--- src/rtl/headFifoPkg.sv ---
package headFifoPkg;

   // storage geometry
   localparam int fifoDepth = 16;
   localparam int dataWidth = 32;

   // depth is a power of two so the pointers wrap by themselves
   localparam int ptrWidth = $clog2(fifoDepth);

   // one bit more than an address so a full fifo can be counted
   localparam int countWidth = $clog2(fifoDepth + 1);

   // a stored word
   typedef logic [dataWidth-1:0] fifoData_t;

   // storage address for the write and read pointers
   typedef logic [ptrWidth-1:0] fifoPtr_t;

   // occupancy from zero up to fifoDepth
   typedef logic [countWidth-1:0] fifoCount_t;

   // almost empty while occupancy is at or below a quarter of the depth
   localparam fifoCount_t almostEmptyLevel = fifoCount_t'(fifoDepth / 4);

   // almost full once occupancy rises above depth minus two
   localparam fifoCount_t almostFullLevel = fifoCount_t'(fifoDepth - 2);

   // registered status seen by the user
   typedef struct packed {
      logic empty;
      logic almostEmpty;
      logic full;
      logic almostFull;
   } fifoFlags_t;

endpackage

--- src/rtl/fifoRam.sv ---
module fifoRam (
   input  logic                  clkin,
   input  logic                  reset_n,
   input  logic                  syncClear,
   input  logic                  wrEn,
   input  headFifoPkg::fifoData_t dataIn,
   input  headFifoPkg::fifoPtr_t  readAddr,
   output headFifoPkg::fifoData_t readWord
);
   import headFifoPkg::*;

   // small distributed array
   fifoData_t memArray [fifoDepth];

   // next free slot
   fifoPtr_t wrPtr;

   // write pointer wraps naturally at the power-of-two depth
   always_ff @(posedge clkin) begin
      if (!reset_n || syncClear) begin
         wrPtr <= '0;
      end else if (wrEn) begin
         wrPtr <= wrPtr + fifoPtr_t'(1);
      end
   end

   // storage itself keeps its contents through reset
   always_ff @(posedge clkin) begin
      if (wrEn) begin
         memArray[wrPtr] <= dataIn;
      end
   end

   // combinational read port
   // headStage registers the word on its side
   assign readWord = memArray[readAddr];

endmodule

--- src/rtl/fifoOccupancy.sv ---
module fifoOccupancy (
   input  logic                   clkin,
   input  logic                   reset_n,
   input  logic                   syncClear,
   input  logic                   wrEn,
   input  logic                   rdEn,
   output headFifoPkg::fifoCount_t count,
   output headFifoPkg::fifoFlags_t flags
);
   import headFifoPkg::*;

   // occupancy as it will be after this edge
   fifoCount_t countNext;

   // flag values derived from countNext
   fifoFlags_t flagsNext;

   // up on a lone write, down on a lone read
   always_comb begin
      case ({wrEn, rdEn})
         2'b10: begin
            countNext = count + fifoCount_t'(1);
         end
         2'b01: begin
            countNext = count - fifoCount_t'(1);
         end
         default: begin
            // idle or write and read together
            countNext = count;
         end
      endcase
   end

   // every flag looks at the new occupancy
   // so it is right on the same edge that changes the count
   always_comb begin
      flagsNext.empty = (countNext == '0);
      flagsNext.almostEmpty = (countNext <= almostEmptyLevel);
      flagsNext.full = (countNext == fifoCount_t'(fifoDepth));
      flagsNext.almostFull = (countNext > almostFullLevel);
   end

   // occupancy register
   always_ff @(posedge clkin) begin
      if (!reset_n || syncClear) begin
         count <= '0;
      end else begin
         count <= countNext;
      end
   end

   // status register
   // idle state reads as empty and almost empty
   always_ff @(posedge clkin) begin
      if (!reset_n || syncClear) begin
         flags.empty <= 1'b1;
         flags.almostEmpty <= 1'b1;
         flags.full <= 1'b0;
         flags.almostFull <= 1'b0;
      end else begin
         flags <= flagsNext;
      end
   end

endmodule

--- src/rtl/headStage.sv ---
module headStage (
   input  logic                   clkin,
   input  logic                   reset_n,
   input  logic                   syncClear,
   input  logic                   wrEn,
   input  logic                   rdEn,
   input  headFifoPkg::fifoData_t  dataIn,
   input  headFifoPkg::fifoCount_t count,
   input  headFifoPkg::fifoData_t  readWord,
   output headFifoPkg::fifoPtr_t   readAddr,
   output headFifoPkg::fifoData_t  dataOut
);
   import headFifoPkg::*;

   // points at the word just behind the head
   fifoPtr_t rdPtr;

   // oldest word, valid whenever the fifo is not empty
   fifoData_t head;

   // occupancy cases
   logic isEmpty;
   logic isSingle;
   logic isMulti;

   // incoming word goes straight to the head
   logic bypass;

   // head moves on to the next slot
   logic advance;

   assign isEmpty = (count == '0);
   assign isSingle = (count == fifoCount_t'(1));
   assign isMulti = !isEmpty && !isSingle;

   // write into an empty fifo, or replace the last word as it is popped
   assign bypass = wrEn && (isEmpty || (rdEn && isSingle));

   // the bypassed slot is consumed too, so the pointer steps past it
   assign advance = bypass || (rdEn && isMulti);

   always_ff @(posedge clkin) begin
      if (!reset_n || syncClear) begin
         rdPtr <= '0;
      end else if (advance) begin
         rdPtr <= rdPtr + fifoPtr_t'(1);
      end
   end

   // head register
   // a lone pop of the last word loads a stale slot, which is fine while empty
   always_ff @(posedge clkin) begin
      if (!reset_n || syncClear) begin
         head <= '0;
      end else if (bypass) begin
         head <= dataIn;
      end else if (rdEn || isEmpty) begin
         head <= readWord;
      end
   end

   assign readAddr = rdPtr;
   assign dataOut = head;

endmodule

--- src/rtl/headFifo.sv ---
module headFifo (
   input  logic                   clkin,
   input  logic                   reset_n,
   input  logic                   syncClear,
   input  logic                   wrEn,
   input  headFifoPkg::fifoData_t  dataIn,
   input  logic                   rdEn,
   output headFifoPkg::fifoData_t  dataOut,
   output headFifoPkg::fifoFlags_t flags
);
   import headFifoPkg::*;

   // read side address into storage
   fifoPtr_t readAddr;

   // word at readAddr
   fifoData_t readWord;

   // registered occupancy for the head logic
   fifoCount_t count;

   fifoRam u_fifoRam (
      .clkin     (clkin),
      .reset_n   (reset_n),
      .syncClear (syncClear),
      .wrEn      (wrEn),
      .dataIn    (dataIn),
      .readAddr  (readAddr),
      .readWord  (readWord)
   );

   fifoOccupancy u_fifoOccupancy (
      .clkin     (clkin),
      .reset_n   (reset_n),
      .syncClear (syncClear),
      .wrEn      (wrEn),
      .rdEn      (rdEn),
      .count     (count),
      .flags     (flags)
   );

   // first-word-fall-through head with write bypass
   headStage u_headStage (
      .clkin     (clkin),
      .reset_n   (reset_n),
      .syncClear (syncClear),
      .wrEn      (wrEn),
      .rdEn      (rdEn),
      .dataIn    (dataIn),
      .count     (count),
      .readWord  (readWord),
      .readAddr  (readAddr),
      .dataOut   (dataOut)
   );

endmodule

--- config.mk ---
export PLATFORM = sky130hd
export DESIGN_NAME = headFifo
export DESIGN_NICKNAME = d
export VERILOG_FILES = /design/src/rtl/headFifoPkg.sv /design/src/rtl/fifoRam.sv /design/src/rtl/fifoOccupancy.sv /design/src/rtl/headStage.sv /design/src/rtl/headFifo.sv
export SDC_FILE = /design/constraint.sdc
export NUM_CORES = 1
export LEC_CHECK = 0
export BUFFER_PORTS_ARGS = -buffer_cell sky130_fd_sc_hd__buf_4
export CAP_MARGIN = 20
export CORE_UTILIZATION = 60
export CTS_BUF_LIST = sky130_fd_sc_hd__clkbuf_4 sky130_fd_sc_hd__clkbuf_8 sky130_fd_sc_hd__clkbuf_16
export CTS_CLUSTER_SIZE = 10
export DETAILED_ROUTE_END_ITERATION = 10
export PLACE_DENSITY = 0.89
export SETUP_SLACK_MARGIN = 0.05
export SYNTH_ARGS = -nofsm -noshare
export SYNTH_HDL_FRONTEND = slang
export SYNTH_SLANG_ARGS = --single-unit
--- constraint.sdc ---
create_clock -name clkin -period 2.43 [get_ports clkin]
set_input_delay 0.486 -clock clkin [delete_from_list [all_inputs] [get_ports clkin]]
set_output_delay 0.486 -clock clkin [all_outputs]
set_load 0.01 [all_outputs]
==> run_results.csv <==
group,metric,value,unit
critical_path,crit_family,"compound AO/OA/AOI/OAI gates",
finish,multiInputGateArea,0.00539,sq mm
drt,wirelength,54.3,mm
critical_path,r2r-end,"u_headStage.dataOut[15]",
timing,final.setup_skew,0.0229,ns
finish,final_common_cell,"edfxtp_1",
grt,antenna_found_initial,0,
critical_path,path_buf_inv,2,
logic_synthesis,syn_area_per_cell,19.6,sq um
logic_synthesis,synth-main-ff-cell,"edfxtp_1",
hold_path,hold_depth,3,
die,io_pins,73,
logic_synthesis,syn_nets,1187,
hold_path,min_to,"u_fifoOccupancy.flags[3]",
drt,drtIter0Drc,1727,
clocking,clk_latency,0.58,ns
logic_synthesis,synthesis.area,0.0223,sq mm
logic_synthesis,syn_inst,1139,
die,dieArea,0.0379,sq mm
grt,grt_pass1_vias,12788,
die,core,0.0366,sq mm
critical_path,endpoint_kind,"flip-flop",
power_and_ir_drop,powerDensity,832,mW/mm^2
die,dieWidth,195,microns
finish,fin_util,70.7,%
critical_path,crit_type,"reg -> reg",
clocking,cts_tree,"built",
placed_design,dpl_cell_area,0.0238,sq mm
logic_synthesis,synth.distinct_cells,58,
die,die_y,195,microns
grt,grt_start_max_net_pins,63,
drt,dr.pass1.iters,5,
clocking,cts_resized,0,
logic_synthesis,yosysWarnings,0,
timing,clock.fmax,431,MHz
clocking,clockRootBuffer,"clkbuf_16",
placed_design,portBuffers,72,
placed_design,gp_congestion,0.812,
finish,num-fill-cells,2021,
grt,grt_pass1_wl,80.9,mm
critical_path,slowest_stage,"dfxtp_4",
critical_path,cp_max_fo,18,
clocking,cts_buffer_depth,3,
finish,final-seq-area,0.0164,sq mm
critical_path,slowest_delay,0.62,ns
clocking,path_clk_slew,0.05,ns
timing,setup_tns,0,ns
timing,fin_crit,2.32,ns
die,placementRows,70,
logic_synthesis,synth_edf_count,512,
clocking,cts.hold.buffers_added,0,
power_and_ir_drop,vdd_drop_max,0.693,mV
finish,final_area,0.0259,sq mm
grt,overflow,0,
logic_synthesis,synth_seq_cells,565,
timing,tightestPinTransition,0.917,ns
flow_run,drv_cap,0,
hold_path,hp-start,"syncClear",
critical_path,r2r_cells,6,
power_and_ir_drop,finalPower,0.0215,W
timing,finalSetupViolCount,0,
power_and_ir_drop,p_leak,8.32,nW
timing,finalHoldViolCount,0,
critical_path,cp-start-kind,"flip-flop",
clocking,cts_buffers,66,
finish,layout_common_cells,"edfxtp_1 (512), buf_4 (115), mux2i_1 (109), mux4_2 (96), clkbuf_16 (71)",
drt,ant_nets,0,
critical_path,r2r_slack,0.11,ns
logic_synthesis,yosysSeqAreaShare,73.8,%
clocking,cts_setup_buffers,0,
finish,instances_no_fill,1788,
placed_design,dp_cells,1671,
placed_design,hpwl,28.6,mm
finish,drive_above_1_share,31.1,%
hold_path,hp-class,"in -> reg",
critical_path,crit_required,2.85,ns
timing,rsz0062_at_grt,"no",
clocking,cts_sinks,565,
finish,nNetsFinal,1319,
critical_path,crit_chain,"buf_12 -> buf_4 -> mux2i_1 -> a22oi_1 -> o211ai_1 -> a311oi_1",
die,start_util,60.8,%
finish,antenna_cells,0,
timing,fin_crit_sh,95.6,%
clocking,htreeDepth,3,
grt,track_usage,29.4,%
drt,vias,12336,
drt,wl_per_cell,30.3,microns
timing,slew_viol_final,0,
drt,drc,0,
critical_path,arrival,2.74,ns
timing,max-slew-margin-rel,38.8,%
status,status,"finished, final reports clean",
finish,area_growth,16.1,%
drt,viasPerCell,6.90,
logic_synthesis,async_flop_share,0,%
==> worst reg2reg max path, stage by stage (launching register included) <==
cell and delay, ns:
dfxtp_4 0.62, buf_12 0.26, buf_4 0.23, mux2i_1 0.13, a22oi_1 0.29, o211ai_1 0.17, a311oi_1 0.49
==> cell families (layout without fill, tap and decap cells) <==
family          count (synthesis)  count (layout)  share of synthesized area (%)
compound gates                121             121                           4.14
xor+xnor                        5               5                          0.197
fa+ha+maj                      11              11                          0.618
buf+inv                        79             260                           2.16
flops                         565             565                           73.8
mux                           226             226                           15.7
simple gates                  132             132                           3.36
==> synthesized netlist by cell type, types with 14 or more instances <==
cell type  instances  area share [%]
mux2i_1          109             4.9
dfxtp_1           53             4.8
o21ai_1           17            0.38
a311oi_1          31             1.2
edfxtp_1         512              69
clkbuf_1          37            0.62
buf_2             14            0.31
a221oi_1          19            0.75
mux4_2            96             9.7
nor2_1            15            0.25
and2_1            17            0.48
or3_1             33            0.93
nand2_1           25            0.42
mux2_2            20             1.0
==> final cells by class <==
| cell class | count | area share [%] |
|---|---|---|
| Multi-Input combinational cell | 495 | 20.9 |
| Clock inverter | 3 | 0.0677 |
| Clock buffer | 114 | 8.12 |
| Inverter | 6 | 0.0871 |
| Tap cell | 468 | 2.26 |
| Timing Repair Buffer | 137 | 5.04 |
| Sequential cell | 565 | 63.6 |
==> worst max-delay path by stage <==
stage | end | slack [ns] | cells past startpoint
floorplan | u_fifoRam.memArray[0][0] | 0.23 | 4
global placement | u_fifoOccupancy.flags[1] | 0.20 | 7
detailed placement | u_fifoOccupancy.flags[1] | 0.07 | 7
CTS | u_headStage.dataOut[15] | 0.16 | 6
global route | u_headStage.dataOut[15] | 0.06 | 6
finish | u_headStage.dataOut[15] | 0.11 | 6
==> flip-flops by register name, indices dropped and copies added (netlist names), named ones only <==
name	flops
u_headStage.dataOut	32
u_fifoOccupancy.flags	4
u_fifoOccupancy.count	5
u_fifoRam.wrPtr	4
u_fifoRam.memArray	512
u_headStage.readAddr	4
==> per-stage QoR <==
stage          setup WS, ns  hold WS [ns]
2_1_floorplan         0.233         0.459
4_1_cts               0.157         0.134
5_1_grt              0.0646         0.166
6_report              0.107         0.143
3_3_place_gp          0.202         0.468
3_5_place_dp         0.0701         0.497
==> layer usage <==
layer / global-route usage (%) / vias to the layer above / wire [microns]
met5: 0 / - / 0
met3: 6.52 / 174 / 5870
met1: 38.4 / 6242 / 19400
li1: - / 4953 / -
met2: 47.7 / 967 / 26800
met4: 13.7 / 0 / 2160
==> power breakdown <==
group / switching, W / leakage [nW] / internal, W / total, W
clock: 0.00367 / 1.08 / 0.00587 / 0.00953
sequential: 0.0000787 / 5.06 / 0.0107 / 0.0108
combinational: 0.000665 / 2.18 / 0.000537 / 0.00120
Power figures use the tool's default switching activity.
